--- src/source/tcp_consts.svh ---
`ifndef TCP_CONSTS_SVH
`define TCP_CONSTS_SVH

// idle cycles before a forced ack
`define TCP_ACK_TIMEOUT 125000

// initial sequence numbers
`define TCP_SERVER_ISN 32'hfeadabba
`define TCP_CLIENT_ISN 32'habbadead

`define TCP_WIN_SIZE 10 // advertised window

// header lengths in bytes, no options
`define TCP_HDR_BYTES  20
`define IPV4_HDR_BYTES 20

// outgoing flag words
`define TCP_FLAGS_SYN     9'h002
`define TCP_FLAGS_SYN_ACK 9'h012
`define TCP_FLAGS_ACK     9'h010
`define TCP_FLAGS_PSH_ACK 9'h018
`define TCP_FLAGS_FIN_ACK 9'h011

`endif

--- src/source/tcp_pkg.sv ---
`default_nettype none

package tcp_pkg;

  // connection states
  typedef enum logic [2:0] {
    closed_s,
    listen_s,
    syn_sent_s,
    syn_received_s,
    established_s,
    send_fin_s,
    send_ack_s,
    last_ack_s
  } tcp_state_e;

  // how the connection is being torn down
  typedef enum logic [1:0] {
    close_active,
    close_passive,
    close_reset
  } close_kind_e;

  // flags field, built as a word on transmit and tested per bit on receive
  typedef union packed {
    logic [8:0] word;
    struct packed {
      logic ns;
      logic cwr;
      logic ece;
      logic urg;
      logic ack;
      logic psh;
      logic rst;
      logic syn;
      logic fin;
    } bits;
  } tcp_flags_u;

endpackage

`default_nettype wire

--- src/source/tcp_rx_filter.sv ---
`timescale 1ns/1ps
`default_nettype none

module tcp_rx_filter (
  input  logic                clk,
  input  logic                tcp_rst,
  input  logic [15:0]         loc_port,
  input  logic                rx_hdr_v,
  input  logic [31:0]         rx_src_ip,
  input  logic [15:0]         rx_src_port,
  input  logic [15:0]         rx_dst_port,
  input  logic [31:0]         rx_seq,
  input  logic [31:0]         rx_ack,
  input  logic [8:0]          rx_flags,
  input  logic [15:0]         rx_payload_len,
  input  logic                rx_v,
  input  logic [7:0]          rx_d,
  input  logic [15:0]         tcb_port,
  input  logic [31:0]         tcb_loc_ack,
  input  logic                rx_accept,
  output logic                seg_v,
  output logic [31:0]         seg_src_ip,
  output logic [15:0]         seg_src_port,
  output logic [31:0]         seg_seq,
  output logic [31:0]         seg_ack,
  output tcp_pkg::tcp_flags_u seg_flags,
  output logic [15:0]         seg_len,
  output logic                port_match,
  output logic                peer_match,
  output logic                in_order,
  output logic                vout,
  output logic [7:0]          dout
);

  logic       dst_hit;
  logic       rx_v_q;
  logic [7:0] rx_d_q;

  assign dst_hit = (rx_dst_port == loc_port);

  ////////////////////////////////////////
  // header stage
  ////////////////////////////////////////
  always_ff @(posedge clk) begin
    if (tcp_rst) begin
      seg_v <= 1'b0;
    end else begin
      seg_v <= rx_hdr_v;
    end
  end

  always_ff @(posedge clk) begin
    if (rx_hdr_v) begin
      seg_src_ip   <= rx_src_ip;
      seg_src_port <= rx_src_port;
      seg_seq      <= rx_seq;
      seg_ack      <= rx_ack;
      seg_flags    <= rx_flags;
      seg_len      <= rx_payload_len;
      port_match   <= dst_hit;
      peer_match   <= dst_hit && (rx_src_port == tcb_port); // same remote as the tcb
      in_order     <= (rx_seq == tcb_loc_ack);
    end
  end

  ////////////////////////////////////////
  // payload delay line
  ////////////////////////////////////////
  always_ff @(posedge clk) begin
    if (tcp_rst) begin
      rx_v_q <= 1'b0;
      vout   <= 1'b0;
    end else begin
      rx_v_q <= rx_v;
      vout   <= rx_v_q && rx_accept; // drop bytes of rejected segments
    end
  end

  always_ff @(posedge clk) begin
    rx_d_q <= rx_d;
    dout   <= rx_d_q;
  end

endmodule

`default_nettype wire

--- src/source/tcp_conn_fsm.sv ---
`timescale 1ns/1ps
`default_nettype none

`include "tcp_consts.svh"

module tcp_conn_fsm #(
  parameter int unsigned ACK_TIMEOUT = `TCP_ACK_TIMEOUT
) (
  input  logic                clk,
  input  logic                tcp_rst,
  input  logic [15:0]         loc_port,
  input  logic                listen,
  input  logic                connect,
  input  logic                force_fin,
  input  logic [31:0]         rem_ip,
  input  logic [15:0]         rem_port,
  input  logic                seg_v,
  input  logic [31:0]         seg_src_ip,
  input  logic [15:0]         seg_src_port,
  input  logic [31:0]         seg_seq,
  input  logic [31:0]         seg_ack,
  input  tcp_pkg::tcp_flags_u seg_flags,
  input  logic [15:0]         seg_len,
  input  logic                port_match,
  input  logic                peer_match,
  input  logic                in_order,
  input  logic                queue_pend,
  input  logic [31:0]         queue_seq,
  input  logic [15:0]         queue_len,
  input  logic [31:0]         queue_cs,
  input  logic                queue_flushed,
  input  logic                tx_busy,
  input  logic                tx_pend,
  output logic [15:0]         tcb_port,
  output logic [31:0]         tcb_loc_ack,
  output logic                rx_accept,
  output logic                connected,
  output logic                flush_queue,
  output logic                seg_req,
  output logic [31:0]         req_dst_ip,
  output logic [15:0]         req_dst_port,
  output logic [31:0]         req_seq,
  output logic [31:0]         req_ack,
  output tcp_pkg::tcp_flags_u req_flags,
  output logic [15:0]         req_ip_len,
  output logic [15:0]         req_payload_len,
  output logic [31:0]         req_payload_cs
);

  import tcp_pkg::*;

  localparam int TW = $clog2(ACK_TIMEOUT + 1);
  localparam logic [TW-1:0] TIMER_MAX = TW'(ACK_TIMEOUT);
  localparam logic [15:0] HDR_LEN = 16'(`IPV4_HDR_BYTES + `TCP_HDR_BYTES);

  tcp_state_e    state;
  close_kind_e   close_kind;
  logic          is_server;
  logic [31:0]   tcb_ip;
  logic [31:0]   tcb_loc_seq;
  logic [TW-1:0] ack_timer;
  logic          ack_due;
  logic          accept_q;
  logic          sent;
  logic          fin_acked;
  logic          tx_free;
  logic          port_ok;
  logic          peer_seg;
  logic          req_go;
  tcp_flags_u    nxt_flags;
  logic [31:0]   nxt_ip;
  logic [15:0]   nxt_port;
  logic [31:0]   nxt_seq;
  logic [31:0]   nxt_ack;
  logic [15:0]   nxt_len;
  logic [31:0]   nxt_cs;

  assign tx_free   = !seg_req && !tx_pend && !tx_busy;
  assign port_ok   = (loc_port != 16'd0); // port 0 is reserved
  assign peer_seg  = seg_v && peer_match;
  assign connected = (state == established_s);
  assign rx_accept = accept_q && connected;

  ////////////////////////////////////////
  // segment selection
  ////////////////////////////////////////
  always_comb begin
    req_go         = 1'b0;
    nxt_flags.word = `TCP_FLAGS_ACK;
    nxt_ip         = tcb_ip;
    nxt_port       = tcb_port;
    nxt_seq        = tcb_loc_seq;
    nxt_ack        = tcb_loc_ack;
    nxt_len        = '0;
    nxt_cs         = '0;
    case (state)
      closed_s: if (port_ok && !listen && connect && tx_free) begin
        req_go         = 1'b1;
        nxt_flags.word = `TCP_FLAGS_SYN;
        nxt_ip         = rem_ip; // tcb is filled in the same cycle
        nxt_port       = rem_port;
        nxt_seq        = `TCP_CLIENT_ISN;
        nxt_ack        = '0;
      end
      listen_s: if (listen && seg_v && port_match && seg_flags.bits.syn && tx_free) begin
        req_go         = 1'b1;
        nxt_flags.word = `TCP_FLAGS_SYN_ACK;
        nxt_ip         = seg_src_ip;
        nxt_port       = seg_src_port;
        nxt_seq        = `TCP_SERVER_ISN;
        nxt_ack        = seg_seq + 32'd1;
      end
      syn_sent_s: if (peer_seg && seg_flags.bits.syn && seg_flags.bits.ack && tx_free) begin
        req_go  = 1'b1;
        nxt_seq = tcb_loc_seq + 32'd1;
        nxt_ack = seg_seq + 32'd1;
      end
      established_s: begin
        if (queue_pend && tx_free) begin
          req_go         = 1'b1;
          nxt_flags.word = `TCP_FLAGS_PSH_ACK;
          nxt_seq        = queue_seq;
          nxt_len        = queue_len;
          nxt_cs         = queue_cs;
        end else if (ack_due && tx_free) begin
          req_go = 1'b1; // pure ack
        end
      end
      send_fin_s: if (!sent && tx_free) begin
        req_go         = 1'b1;
        nxt_flags.word = `TCP_FLAGS_FIN_ACK;
      end
      send_ack_s: if (tx_free) begin
        req_go  = 1'b1;
        nxt_ack = tcb_loc_ack + 32'd1; // covers the remote fin
      end
      last_ack_s: if (!sent && tx_free) begin
        req_go         = 1'b1;
        nxt_flags.word = `TCP_FLAGS_FIN_ACK;
        nxt_ack        = tcb_loc_ack + 32'd1;
      end
      default: ;
    endcase
  end

  always_ff @(posedge clk) begin
    if (req_go) begin
      req_dst_ip      <= nxt_ip;
      req_dst_port    <= nxt_port;
      req_seq         <= nxt_seq;
      req_ack         <= nxt_ack;
      req_flags       <= nxt_flags;
      req_ip_len      <= HDR_LEN + nxt_len;
      req_payload_len <= nxt_len;
      req_payload_cs  <= nxt_cs;
    end
  end

  ////////////////////////////////////////
  // state and tcb
  ////////////////////////////////////////
  always_ff @(posedge clk) begin
    if (tcp_rst) begin
      state       <= closed_s;
      close_kind  <= close_active;
      is_server   <= 1'b0;
      seg_req     <= 1'b0;
      flush_queue <= 1'b0;
      ack_timer   <= TIMER_MAX;
      ack_due     <= 1'b0;
      accept_q    <= 1'b0;
      sent        <= 1'b0;
      fin_acked   <= 1'b0;
    end else begin
      seg_req <= req_go;
      case (state)
        closed_s: begin
          sent      <= 1'b0;
          fin_acked <= 1'b0;
          accept_q  <= 1'b0;
          ack_due   <= 1'b0;
          ack_timer <= TIMER_MAX; // armed only by received data
          if (port_ok && listen) begin
            is_server <= 1'b1;
            state     <= listen_s;
          end else if (req_go) begin
            is_server   <= 1'b0;
            tcb_ip      <= rem_ip;
            tcb_port    <= rem_port;
            tcb_loc_seq <= `TCP_CLIENT_ISN;
            tcb_loc_ack <= '0; // remote seq not known yet
            state       <= syn_sent_s;
          end
        end
        listen_s: begin
          if (!listen) begin
            state <= closed_s;
          end else if (req_go) begin
            tcb_ip      <= seg_src_ip;
            tcb_port    <= seg_src_port;
            tcb_loc_seq <= `TCP_SERVER_ISN;
            tcb_loc_ack <= seg_seq + 32'd1;
            state       <= syn_received_s;
          end
        end
        syn_sent_s: begin
          if (!connect) begin
            state <= closed_s;
          end else if (req_go) begin
            tcb_loc_seq <= tcb_loc_seq + 32'd1;
            tcb_loc_ack <= seg_seq + 32'd1;
            state       <= established_s;
          end
        end
        syn_received_s: begin
          if (!listen) begin
            state <= closed_s;
          end else if (peer_seg && seg_flags.bits.ack && in_order) begin
            tcb_loc_seq <= seg_ack;
            state       <= established_s;
          end
        end
        established_s: begin
          // receive side
          if (peer_seg) accept_q <= in_order;
          if (peer_seg && in_order) tcb_loc_ack <= tcb_loc_ack + 32'(seg_len);
          if (peer_seg && in_order && (seg_len != 16'd0)) begin
            ack_timer <= '0;
          end else if (ack_timer != TIMER_MAX) begin
            ack_timer <= ack_timer + 1'b1; // saturates, one ack per gap
          end
          if (ack_timer == TIMER_MAX - 1'b1) begin
            ack_due <= 1'b1;
          end else if (req_go) begin
            ack_due <= 1'b0; // any outgoing segment carries the ack
          end
          if (req_go && queue_pend) tcb_loc_seq <= queue_seq + 32'(queue_len);
          // close detection, then wait for the queue flush
          if (!flush_queue) begin
            if (force_fin || (is_server ? !listen : !connect)) begin
              flush_queue <= 1'b1;
              close_kind  <= close_active;
            end else if (peer_seg && seg_flags.bits.fin) begin
              flush_queue <= 1'b1;
              close_kind  <= close_passive;
            end else if (peer_seg && seg_flags.bits.rst) begin
              flush_queue <= 1'b1;
              close_kind  <= close_reset;
            end
          end else if (queue_flushed) begin
            flush_queue <= 1'b0;
            case (close_kind)
              close_active:  state <= send_fin_s;
              close_passive: state <= send_ack_s;
              default:       state <= closed_s; // rst, nothing to send
            endcase
          end
        end
        send_fin_s: begin
          if (req_go) begin
            sent        <= 1'b1;
            tcb_loc_seq <= tcb_loc_seq + 32'd1; // fin takes one seq
          end
          if (sent && peer_seg) begin
            if (seg_flags.bits.fin && fin_acked) begin
              sent  <= 1'b0;
              state <= send_ack_s;
            end else if (seg_flags.bits.ack) begin
              fin_acked <= 1'b1;
            end
          end
        end
        send_ack_s: begin
          if (req_go) begin
            sent  <= 1'b0;
            state <= last_ack_s;
          end
        end
        last_ack_s: begin
          if (req_go) sent <= 1'b1;
          if (sent && peer_seg && seg_flags.bits.ack) state <= closed_s;
        end
        default: state <= closed_s;
      endcase
    end
  end

endmodule

`default_nettype wire

--- src/source/tcp_tx_builder.sv ---
`timescale 1ns/1ps
`default_nettype none

module tcp_tx_builder (
  input  logic                clk,
  input  logic                tcp_rst,
  input  logic [15:0]         loc_port,
  input  logic                seg_req,
  input  logic [31:0]         req_dst_ip,
  input  logic [15:0]         req_dst_port,
  input  logic [31:0]         req_seq,
  input  logic [31:0]         req_ack,
  input  tcp_pkg::tcp_flags_u req_flags,
  input  logic [15:0]         req_ip_len,
  input  logic [15:0]         req_payload_len,
  input  logic [31:0]         req_payload_cs,
  input  logic                tx_busy,
  output logic                tx_pend,
  output logic                tx_hdr_v,
  output logic [31:0]         tx_dst_ip,
  output logic [15:0]         tx_src_port,
  output logic [15:0]         tx_dst_port,
  output logic [31:0]         tx_seq,
  output logic [31:0]         tx_ack,
  output logic [8:0]          tx_flags,
  output logic [15:0]         tx_ip_len,
  output logic [15:0]         tx_payload_len,
  output logic [31:0]         tx_payload_cs
);

  ////////////////////////////////////////
  // one-entry header buffer
  ////////////////////////////////////////
  // tx_pend covers the tx_hdr_v cycle too, so the fsm can't
  // queue a second header right behind the first
  always_ff @(posedge clk) begin
    if (tcp_rst) begin
      tx_pend  <= 1'b0;
      tx_hdr_v <= 1'b0;
    end else if (seg_req) begin
      tx_pend  <= 1'b1;
      tx_hdr_v <= !tx_busy; // straight through when the ip layer is idle
    end else if (tx_hdr_v) begin
      tx_pend  <= 1'b0;
      tx_hdr_v <= 1'b0;
    end else begin
      tx_hdr_v <= tx_pend && !tx_busy; // first cycle after busy drops
    end
  end

  // header fields held until the next request
  always_ff @(posedge clk) begin
    if (seg_req) begin
      tx_dst_ip      <= req_dst_ip;
      tx_src_port    <= loc_port;
      tx_dst_port    <= req_dst_port;
      tx_seq         <= req_seq;
      tx_ack         <= req_ack;
      tx_flags       <= req_flags;
      tx_ip_len      <= req_ip_len;
      tx_payload_len <= req_payload_len;
      tx_payload_cs  <= req_payload_cs;
    end
  end

endmodule

`default_nettype wire

--- src/source/tcp_endpoint.sv ---
`timescale 1ns/1ps
`default_nettype none

`include "tcp_consts.svh"

module tcp_endpoint #(
  parameter int unsigned ACK_TIMEOUT = `TCP_ACK_TIMEOUT
) (
  input  logic        clk,
  input  logic        tcp_rst,
  input  logic [15:0] loc_port,
  input  logic        listen,
  input  logic        connect,
  input  logic        force_fin,
  input  logic [31:0] rem_ip,
  input  logic [15:0] rem_port,
  output logic        connected,
  // parsed receive headers and payload
  input  logic        rx_hdr_v,
  input  logic [31:0] rx_src_ip,
  input  logic [15:0] rx_src_port,
  input  logic [15:0] rx_dst_port,
  input  logic [31:0] rx_seq,
  input  logic [31:0] rx_ack,
  input  logic [8:0]  rx_flags,
  input  logic [15:0] rx_payload_len,
  input  logic        rx_v,
  input  logic [7:0]  rx_d,
  output logic        vout,
  output logic [7:0]  dout,
  // headers to the ip layer
  input  logic        tx_busy,
  output logic        tx_hdr_v,
  output logic [31:0] tx_dst_ip,
  output logic [15:0] tx_src_port,
  output logic [15:0] tx_dst_port,
  output logic [31:0] tx_seq,
  output logic [31:0] tx_ack,
  output logic [8:0]  tx_flags,
  output logic [15:0] tx_ip_len,
  output logic [15:0] tx_payload_len,
  output logic [31:0] tx_payload_cs,
  // transmit queue
  input  logic        queue_pend,
  input  logic [31:0] queue_seq,
  input  logic [15:0] queue_len,
  input  logic [31:0] queue_cs,
  input  logic        queue_flushed,
  output logic        flush_queue
);

  import tcp_pkg::*;

  // filter to fsm
  logic        seg_v;
  logic [31:0] seg_src_ip;
  logic [15:0] seg_src_port;
  logic [31:0] seg_seq;
  logic [31:0] seg_ack;
  tcp_flags_u  seg_flags;
  logic [15:0] seg_len;
  logic        port_match;
  logic        peer_match;
  logic        in_order;
  // fsm back to filter
  logic [15:0] tcb_port;
  logic [31:0] tcb_loc_ack;
  logic        rx_accept;
  // fsm to builder
  logic        seg_req;
  logic [31:0] req_dst_ip;
  logic [15:0] req_dst_port;
  logic [31:0] req_seq;
  logic [31:0] req_ack;
  tcp_flags_u  req_flags;
  logic [15:0] req_ip_len;
  logic [15:0] req_payload_len;
  logic [31:0] req_payload_cs;
  logic        tx_pend;

  tcp_rx_filter u_rx_filter (.*);

  tcp_conn_fsm #(
    .ACK_TIMEOUT(ACK_TIMEOUT)
  ) u_conn_fsm (.*);

  tcp_tx_builder u_tx_builder (.*);

endmodule

`default_nettype wire

--- config.mk ---
export PLATFORM = sky130hd
export DESIGN_NAME = tcp_endpoint
export DESIGN_NICKNAME = d
export VERILOG_FILES = /design/src/source/tcp_pkg.sv /design/src/source/tcp_rx_filter.sv /design/src/source/tcp_conn_fsm.sv /design/src/source/tcp_tx_builder.sv /design/src/source/tcp_endpoint.sv
export VERILOG_INCLUDE_DIRS = /design/src /design/src/source
export SDC_FILE = /design/constraint.sdc
export NUM_CORES = 1
export LEC_CHECK = 0
export BUFFER_PORTS_ARGS = -buffer_cell sky130_fd_sc_hd__buf_4
export CAP_MARGIN = 25
export CORE_ASPECT_RATIO = 0.9
export CORE_MARGIN = 2
export CORE_UTILIZATION = 51
export CTS_CLUSTER_DIAMETER = 100
export DETAILED_ROUTE_END_ITERATION = 10
export PLACE_DENSITY = 0.77
export SYNTH_ARGS = -nofsm -noshare
export SYNTH_HDL_FRONTEND = slang
export SYNTH_HIERARCHICAL = 1
export SYNTH_SLANG_ARGS = --single-unit
--- constraint.sdc ---
create_clock -name clk -period 8.7 [get_ports clk]
set_clock_uncertainty 0.15 [all_clocks]
set_input_delay 0.435 -clock clk [delete_from_list [all_inputs] [get_ports clk]]
set_output_delay 0.435 -clock clk [all_outputs]
set_load 0.01 [all_outputs]
Word level (Yosys, flattened, before mapping)
Index checks and enable logic that the tools add are counted.
{"block": "totals", "elab_cells": 262, "reg_bits": 684, "in_bits": 315, "output_inout_bits": 213}
{"block": "op_classes", "reduce_logical": 64, "n_addsub": 7, "mux": 105, "bitwise": 2, "eq_ne": 37}
{"op": "32-bit 2-to-1 mux", "n": 30}
{"op": "32-bit case mux with 4 select lines", "n": 2}
{"op": "32-bit case mux with 6 select lines", "n": 1}
{"op": "32-bit case mux with 5 select lines", "n": 1}
{"op": "16-bit 2-to-1 mux", "n": 8}
{"op": "32-bit case mux with 2 select lines", "n": 2}
{"op": "32-bit by 1-bit adder with 32-bit output (second input constant)", "n": 3}
{"op": "32-bit by 16-bit adder with 32-bit output", "n": 2}
{"op": "16-bit case mux with 2 select lines", "n": 2}
{"op": "3-bit 2-to-1 mux", "n": 14}
{"op": "9-bit case mux with 4 select lines", "n": 1}
{"op": "17-bit 2-to-1 mux", "n": 2}
{"op": "17-bit case mux with 2 select lines", "n": 1}
{"op": "16-bit equality test", "n": 2}
{"op": "32-bit equality test", "n": 1}
{"op": "16-bit nonzero test", "n": 2}
{"op": "1-bit logical AND", "n": 31}
{"op": "1-bit 2-to-1 mux", "n": 28}
{"op": "3-bit case mux with 8 select lines", "n": 1}
{"op": "2-bit inequality test (second input constant)", "n": 11}
{"op": "10-bit AND reduction", "n": 2}
{"op": "17-bit by 1-bit adder with 17-bit output (second input constant)", "n": 1}
{"op": "17-bit equality test (second input constant)", "n": 1}
{"op": "17-bit inequality test (second input constant)", "n": 1}
{"op": "31 further kinds", "n": 65}

Logic depth before layout (Yosys ltp)
Gate-level depths: netlist of the first run.
{"block": "depth", "word_depth": 11, "depth_mapped": 16}

By module
Netlist of the first run, hierarchy kept.
{"module": "tcp_conn_fsm", "seq_area_each_um2": 9258.9, "instances": 1, "area_per_inst_um2": 19197.2, "cells_per_inst": 2045}
{"module": "tcp_tx_builder", "seq_area_each_um2": 6075.8, "instances": 1, "area_per_inst_um2": 6110.9, "cells_per_inst": 207}
{"module": "tcp_rx_filter", "seq_area_each_um2": 4584.4, "instances": 1, "area_per_inst_um2": 5306.3, "cells_per_inst": 249}

Least setup slack after synthesis of the first run
OpenSTA, ideal clock, no wires.
{"block": "synth_path", "path_kind": "register to register", "startpoint": "reg u_conn_fsm.seg_req", "endpoint": "reg u_conn_fsm.tcb_ip[0], enable pin", "slack_ns": -0.364, "t_arrival_ns": 8.437, "stages_incl_launch_ff": 9, "required_time_ns": 8.073, "period_less_slack_ns": 9.064, "path_cell_list": "dfxtp_1 nor3_2 and3_1 and3_1 clkbuf_1 nor2_1 o21a_1 inv_2 and3_1"}
{"block": "synth_via", "elab_chain_cells": 9}
{"element": "from (decl)", "line_no": "tcp_conn_fsm.sv:39", "source": "output logic seg_req,"}
{"element": "from (signal assigned)", "line_no": "tcp_conn_fsm.sv:175", "source": "seg_req <= req_go;"}
{"element": "1-bit zero test *", "line_no": "tcp_conn_fsm.sv:78", "source": "assign tx_free = !seg_req && !tx_pend && !tx_busy;"}
{"element": "1-bit logical AND * (2 in series)", "line_no": "tcp_conn_fsm.sv:78"}
{"element": "1-bit logical AND", "line_no": "tcp_conn_fsm.sv:125", "source": "end else if (ack_due && tx_free) begin"}
{"element": "1-bit 2-to-1 mux", "line_no": "tcp_conn_fsm.sv:125"}
{"element": "1-bit 2-to-1 mux", "line_no": "tcp_conn_fsm.sv:119", "source": "if (queue_pend && tx_free) begin"}
{"element": "1-bit case mux with 6 select lines *", "line_no": "tcp_conn_fsm.sv:96", "source": "case (state)"}
{"element": "named net u_conn_fsm.req_go", "line_no": "tcp_conn_fsm.sv:69", "source": "logic req_go;"}
{"element": "2-bit by 1-bit inequality test with 1-bit output (no line)"}
{"element": "6-bit AND reduction (no line) *"}
{"element": "to (signal assigned)", "line_no": "tcp_conn_fsm.sv:188", "source": "tcb_ip <= rem_ip;"}
{"element": "to (signal assigned)", "line_no": "tcp_conn_fsm.sv:199", "source": "tcb_ip <= seg_src_ip;"}
{"element": "to (decl)", "line_no": "tcp_conn_fsm.sv:59", "source": "logic [31:0] tcb_ip;"}
Mark *: on every way through the listed nets, which the timed path passes. The rest lies on a longest branch.
A chain may end at the register's enable or synchronous reset.

Final worst setup path of the first run
{"block": "layout_path", "startpoint": "reg u_conn_fsm.state[1]", "endpoint": "reg u_conn_fsm.tcb_ip[27], enable pin"}
{"block": "layout_via", "elab_chain_cells": 5}
{"element": "from (decl)", "line_no": "tcp_conn_fsm.sv:56", "source": "tcp_state_e state;"}
{"element": "from (signal assigned)", "line_no": "tcp_conn_fsm.sv:164", "source": "state <= closed_s;"}
{"element": "from (signal assigned)", "line_no": "tcp_conn_fsm.sv:185", "source": "state <= listen_s;"}
{"element": "from (signal assigned)", "line_no": "tcp_conn_fsm.sv:192", "source": "state <= syn_sent_s;"}
{"element": "3-bit equality test", "line_no": "tcp_conn_fsm.sv:96"}
{"element": "2-bit OR reduction (no line)"}
{"element": "1-bit case mux with 6 select lines *", "line_no": "tcp_conn_fsm.sv:96"}
{"element": "named net u_conn_fsm.req_go", "line_no": "tcp_conn_fsm.sv:69"}
{"element": "2-bit by 1-bit inequality test with 1-bit output (no line)"}
{"element": "6-bit AND reduction (no line) *"}
Marked as above.

==> results.md, run 1 <==
- Clk_lat worst skew: 0.61 ns
- Post-Syn Instances: about 2500
- DRC: 0
- Clock tree buffer depth: 3
- Tot GR Track Use: 0.296
- CP max stage cell: dfxtp_1
- Max H-tree Level: 3
- Vias/cell: 5.95
- CTS clk-pin slew, worst paths: about 0.060 ns
- Hold path start: queue_len[6]
- # fillers: between 4000 and 5000
- Global-route wire length before repair: approximately 140000 um
- CP Capture Type: flip-flop
- Total power: roughly 0.0095 W
- Worst slew margin: 0.278
- Buffers on Ports: around 520
- CP Buf/Inv Count: 5
- RSZ-0062 raised after global routing: no
- WHS Path Cells: 2
- DP Wirelength: approximately 60000 um
- Vias in the first global route: approximately 24000
- Die Ht: 236 um
- Row count: 84
- Final Cycle Share: 0.520
- Post-Syn Area: between 30000 and 40000 sq um
- Routed Wire Length: 93700 um
- CP arrival: 4.61 ns
- Element type at the critical path start: flip-flop
- Leakage: about 15 nW
- FMAX: 0.221 GHz
- Layout cells sized above 1: 0.219
- Worst path cell trace: buf_4 -> inv_1 -> nand2_1 -> o311a_1 -> a21oi_1 -> o21a_1 -> inv_8 -> buf_16 -> and3_2 -> buf_4
- Worst Hold Class: in -> reg
- I/O pin count: 528
- Final Hold Fails: 0
- Synth warn: 6
- Clock tree from TritonCTS: yes
- WL per Instance: 22.8 um
- FF-to-FF Start: u_conn_fsm/state[1]$_SDFFE_PP0P_
- Tmin final: ~4.5 ns
- Max-cap viol count: 0
- Outcome: complete, no violations
- Routability cong.: around 0.94
- Largest net degree at the start of global routing: 137
- Core area: between 50000 and 60000 sq um
- Worst slew pin tran: between 1 and 1.5 ns
- Pwr/cell area: 237 nW/um^2
- Max Slew Vio Count: 0
- Clock sink total: 675
- Post-route ant nets: 0
- Initial Util: 0.519
- Syn-to-layout area delta: 32.0%
- Reg2reg setup slack: between 4 and 5 ns
- Total Nets Final: ~3600
- Initial antenna violation count: 13
- Die area: about 62000 sq um
- Avg Cell Area, Syn: roughly 12 sq um
- Post-CTS sizing: 0
- DRT Pass-1 Iters: 6
- CP dominant cell by count: buf_4
- Crit Path Max Fanout: a little over 90
- Vias: 24400
- CTS root buf: clkbuf_16
- CP required: 8.79 ns
- Worst path max stage delay: 0.67 ns
- Final setup fails: 0
- Hold EP: u_conn_fsm/req_payload_len[6]$_DFFE_PP_
- R2R depth: 10
- Die Span X: between 200 and 300 um
- Maximum VDD drop: between 0.2 and 0.25 mV
- Gr ovfl total: 0
- Setup TNS: 0 ns
- DR iter-0 viols: ~2700
- Kind of critical path: reg -> reg
- Reg-to-reg endpoint: u_conn_fsm/tcb_ip[27]$_DFFE_PP_
- Delay-heaviest family, CP: buffers and inverters
- CTS buffer count: just over 70
==> final cells by class <==
cell class / instances / area (sq um) / area share
Clock buffer: 94 / 2020 / 0.0501
Timing Repair Buffer: 804 / 6740 / 0.167
Antenna cell: 11 / 27.5 / 0.000684
Tap cell: 774 / 968 / 0.0241
Clock inverter: 40 / 467 / 0.0116
Multi-Input combinational cell: 1663 / 10100 / 0.250
Sequential cell: 675 / 19800 / 0.492
Inverter: 42 / 165 / 0.00411
==> state kept, by name, summed over array words and instances (netlist names), 17 cells and up <==
signal / flops
u_conn_fsm/ack_timer: 17
u_conn_fsm/req_ack: 32
u_conn_fsm/req_dst_ip: 32
u_conn_fsm/req_payload_cs: 32
u_conn_fsm/req_seq: 32
u_conn_fsm/tcb_ip: 32
u_conn_fsm/tcb_loc_ack: 32
u_conn_fsm/tcb_loc_seq: 32
u_rx_filter/seg_ack: 32
u_rx_filter/seg_seq: 32
u_rx_filter/seg_src_ip: 32
u_tx_builder/tx_ack: 32
u_tx_builder/tx_dst_ip: 32
u_tx_builder/tx_payload_cs: 32
u_tx_builder/tx_seq: 32
==> metrics by stage <==
| step | instances | area (sq um) | hold WS (ns) | setup slack [ns] | util |
|---|---|---|---|---|---|
| after floorplan | 2500 | 30500 | 0.160 | 1.74 | - |
| after detailed placement | 3705 | 35100 | 0.163 | 4.03 | 0.598 |
| after CTS | 4089 | 40100 | 0.000523 | 4.02 | 0.683 |
| final | 4103 | 40200 | 0.0237 | 4.17 | 0.685 |
| after global placement | 3703 | 35100 | 0.160 | 3.99 | 0.597 |
| after global routing | 4101 | 40200 | 0.00294 | 3.92 | 0.685 |
==> per-layer routing <==
metal	track usage	up-vias	routed length [um]
met1	0.382	11800	35500
met2	0.483	1411	45100
met5	0	-	55
met4	0.123	8	4070
li1	-	10900	-
met3	0.0666	268	8940
==> how the worst max path moves through the flow <==
stage | startpoint | end | slack [ns] | cells after the start
after floorplan | u_conn_fsm/seg_req$_SDFF_PP0_ | u_conn_fsm/tcb_ip[0]$_DFFE_PP_ | 1.74 | 7
after global placement | u_conn_fsm/seg_req$_SDFF_PP0_ | u_conn_fsm/req_ack[1]$_DFFE_PP_ | 3.99 | 7
after detailed placement | u_conn_fsm/seg_req$_SDFF_PP0_ | u_conn_fsm/tcb_ip[17]$_DFFE_PP_ | 4.03 | 8
after CTS | u_conn_fsm/seg_req$_SDFF_PP0_ | u_conn_fsm/tcb_port[8]$_DFFE_PP_ | 4.02 | 8
after global routing | u_conn_fsm/state[1]$_SDFFE_PP0P_ | u_conn_fsm/tcb_port[8]$_DFFE_PP_ | 3.92 | 10
final | u_conn_fsm/state[1]$_SDFFE_PP0P_ | u_conn_fsm/tcb_ip[27]$_DFFE_PP_ | 4.17 | 10
==> power by group <==
part	switching, W	leakage, nW	internal [W]
Combinational	0.00131	7.73	0.000750
Sequential	0.000217	6.19	0.00406
Clock	0.00129	1.20	0.00189
Total	0.00282	15.1	0.00670
==> repair_timing <==
action	in CTS	in global routing
hold buffers	250	0
buffers inserted	0	0
hold endpoints to repair	299	0
setup endpoints to repair	0	0
==> layout by cell type (no fill, tap or decap), types with 8 or more instances in the layout <==
cell type,instances
and2_1,56
inv_1,40
nor2b_1,13
clkbuf_1,11
clkbuf_8,9
clkbuf_16,74
nor4_1,26
nor3_1,37
xor2_1,99
dlygate4sd3_1,250
dfxtp_1,48
nand2_1,425
nand4_1,35
a221oi_1,17
nor2_1,120
o22ai_1,41
nand3_1,72
a32oi_1,39
a21oi_1,120
and3_1,39
xnor2_1,92
buf_4,548
bufinv_16,8
clkinv_2,11
a31oi_1,15
o211ai_1,16
a21o_1,18
o21ai_0,128
diode_2,11
o21a_1,11
a22oi_1,18
ha_1,38
edfxtp_1,625
and4_1,12
o221ai_1,28
(Power assumes the default switching activity.)
==> run 2, diff against run 1 <==
clock period = 3.7 ns   (was 8.7 ns; I/O delays follow)
==> run 2 against run 1 <==
Clock-buffer cell count decreased by 2. Worst hold slack better by 0.049 ns. Clock power up 110%. Maximum frequency is 33% higher. Critical path type unchanged. Critical endpoint is now u_conn_fsm/tcb_loc_ack[12]$_SDFFCE_PN0P_. Largest power group unchanged. Highest routed layer unchanged.
==> results.md, run 2 (synthesized netlist as in run 1, its figures left out) <==
- Outcome: complete, no violations
- Pwr/cell area: about 540 nW/um^2
- Crit Path Max Fanout: 6
- Core area: slightly below 60000 sq um
- Row count: 84
- DR iter-0 viols: between 2000 and 3000
- Final worst-path setup slack: slightly above 0.3 ns
- Initial antenna violation count: 12
- CTS clk-pin slew, worst paths: 0.06 ns
- FF-to-FF Start: u_conn_fsm/tcb_loc_ack[0]$_SDFFCE_PN0P_
- Layout cells sized above 1: 0.218
- Largest net degree at the start of global routing: 87
- Met2 Use GR: 0.504
- Worst hold slack: ~0.073 ns
- Worst slew pin tran: between 1 and 1.5 ns
- Top Usage Layer GRT: met2
- Worst Hold Class: in -> reg
- Total Nets Final: 3691
- CP Capture Type: flip-flop
- Hold path start: rx_d[6]
- Final core occ: 0.693
- Met3 usage: 0.0638
- Maximum VDD drop: approximately 0.34 mV
- RSZ-0062 raised after global routing: no
- Clk_lat worst skew: around 0.62 ns
- Final Hold Fails: 0
- CTS buffer count: 69
- Clock sink total: about 680
- FMAX: between 0.2 and 0.3 GHz
- Initial Util: 0.519
- Worst path max stage delay: about 0.51 ns
- Clock tree buffer depth: 3
- Crit path from: u_conn_fsm/tcb_loc_ack[0]$_SDFFCE_PN0P_
- DP Wirelength: 63700 um
- Fin cells: about 4200
- CP required: between 3 and 4 ns
- Syn-to-layout area delta: 33.7%
- Element type at the critical path start: flip-flop
- Buffers on Ports: between 500 and 600
- Pre-CTS setup slack: roughly 0.32 ns
- Global-route wire length before repair: 146000 um
- Placed Cells incl. Taps: 3734
- Vias/cell: roughly 5.9
- Post-route ant nets: 0
- Gr ovfl total: 0
- CTS root buf: clkbuf_16
- Placed Instance Area: about 35000 sq um
- Max H-tree Level: 3
- Tmin final: approximately 3.4 ns
- Most frequent cells in the layout: edfxtp_1 (625), buf_4 (572), nand2_1 (425)
- Max-cap viol count: 0
- Routed Wire Length: just under 100000 um
- Most common cell after layout, fill and taps aside: edfxtp_1
- Vias: about 25000
- Vias in the first global route: ~24000
- M1 GR Usage: 0.412
- Final Cycle Share: 0.918
- Die Span X: approximately 260 um
- CP arrival: 3.58 ns
- Leakage: ~15 nW
- Max Slew Vio Count: 0
- CP max stage cell: edfxtp_1
- DRC: 0
- Kind of critical path: reg -> reg
- Die Ht: between 200 and 250 um
- Worst slew margin: 0.330
- DRT Pass-1 Iters: 6
- WL per Instance: approximately 23 um
- Tot GR Track Use: 0.310
- Die area: 61700 sq um
- Final setup fails: 0
- I/O pin count: 528
- Final Instance Area: around 41000 sq um
- Worst path cell trace: ha_1 -> fa_1 -> a211o_1 -> a211oi_2 -> o21bai_1 -> a21oi_1 -> nor3_1 -> a2111oi_1 -> xor2_1 -> o21ai_0
- Clock tree from TritonCTS: yes
- Routability cong.: approximately 1
run 2: cell count changes in the layout (fill, tap and decap cells not counted), sizes merged:
cell | before | now
clkinvlp | 6 | 2
clkbuf | 94 | 92
bufinv | 8 | 2
inv | 44 | 45
clkinv | 24 | 28
buf | 554 | 580
dlygate4sd3 | 250 | 305
run 2: per-stage QoR:
step	power [W]	setup TNS [ns]
floorplan	0.0129	-13.89
global placement	0.0148	0
detailed placement	0.0149	0
CTS	0.0219	0
global route	0.0228	0
finish	0.0220	0
run 2: path summary, 6_finish.rpt:
path | end | slack [ns] | depth (start not counted)
max | u_conn_fsm/tcb_loc_ack[12]$_SDFFCE_PN0P_ | 0.30 | 10
min | u_rx_filter/rx_d_q[6]$_DFF_P_ | 0.07 | 2
max reg2reg | u_conn_fsm/tcb_loc_ack[12]$_SDFFCE_PN0P_ | 0.30 | 10
min reg2reg | u_rx_filter/dout[5]$_DFF_P_ | 0.18 | 0
run 2: routing by layer:
layer	routed length [um]	part of all wire
met4	3570	0.036
met2	47000	0.48
met3	9050	0.092
met5	29	0.00030
met1	38200	0.39
run 2: timing repair:
item                       in CTS  in global routing
setup endpoints to repair       0                  0
setup buffers                   0                  0
hold endpoints to repair      431                  0
gates resized for setup         0                  0
hold buffers                  305                  0
run 2: area by class of cell:
cell class              count  area, sq um
clock buffers              92         1860
flip-flops and latches    675        19800
inverters                  42          175
multi-input cells        1663        10100
well taps                 774          968
fillers                  4046        18000
repair buffers            885         7510
clock inverters            35          293
diodes                     11         27.5
run 2: critical path: cells and delay by family, from the launching register on:
kind,cells,cell delay [ns]
AOI/OAI and AO/OA,6,1.51
adders and majority gates,2,0.68
DFF,1,0.51
xor gates and xnor gates,1,0.17
and+or+nand+nor,1,0.09
run 2: power by group:
part / total, W / leakage (nW) / switching [W] / internal [W]
logic: 0.00519 / 8.10 / 0.00326 / 0.00194
registers: 0.0100 / 6.19 / 0.000488 / 0.00955
clock network: 0.00676 / 1.05 / 0.00303 / 0.00373
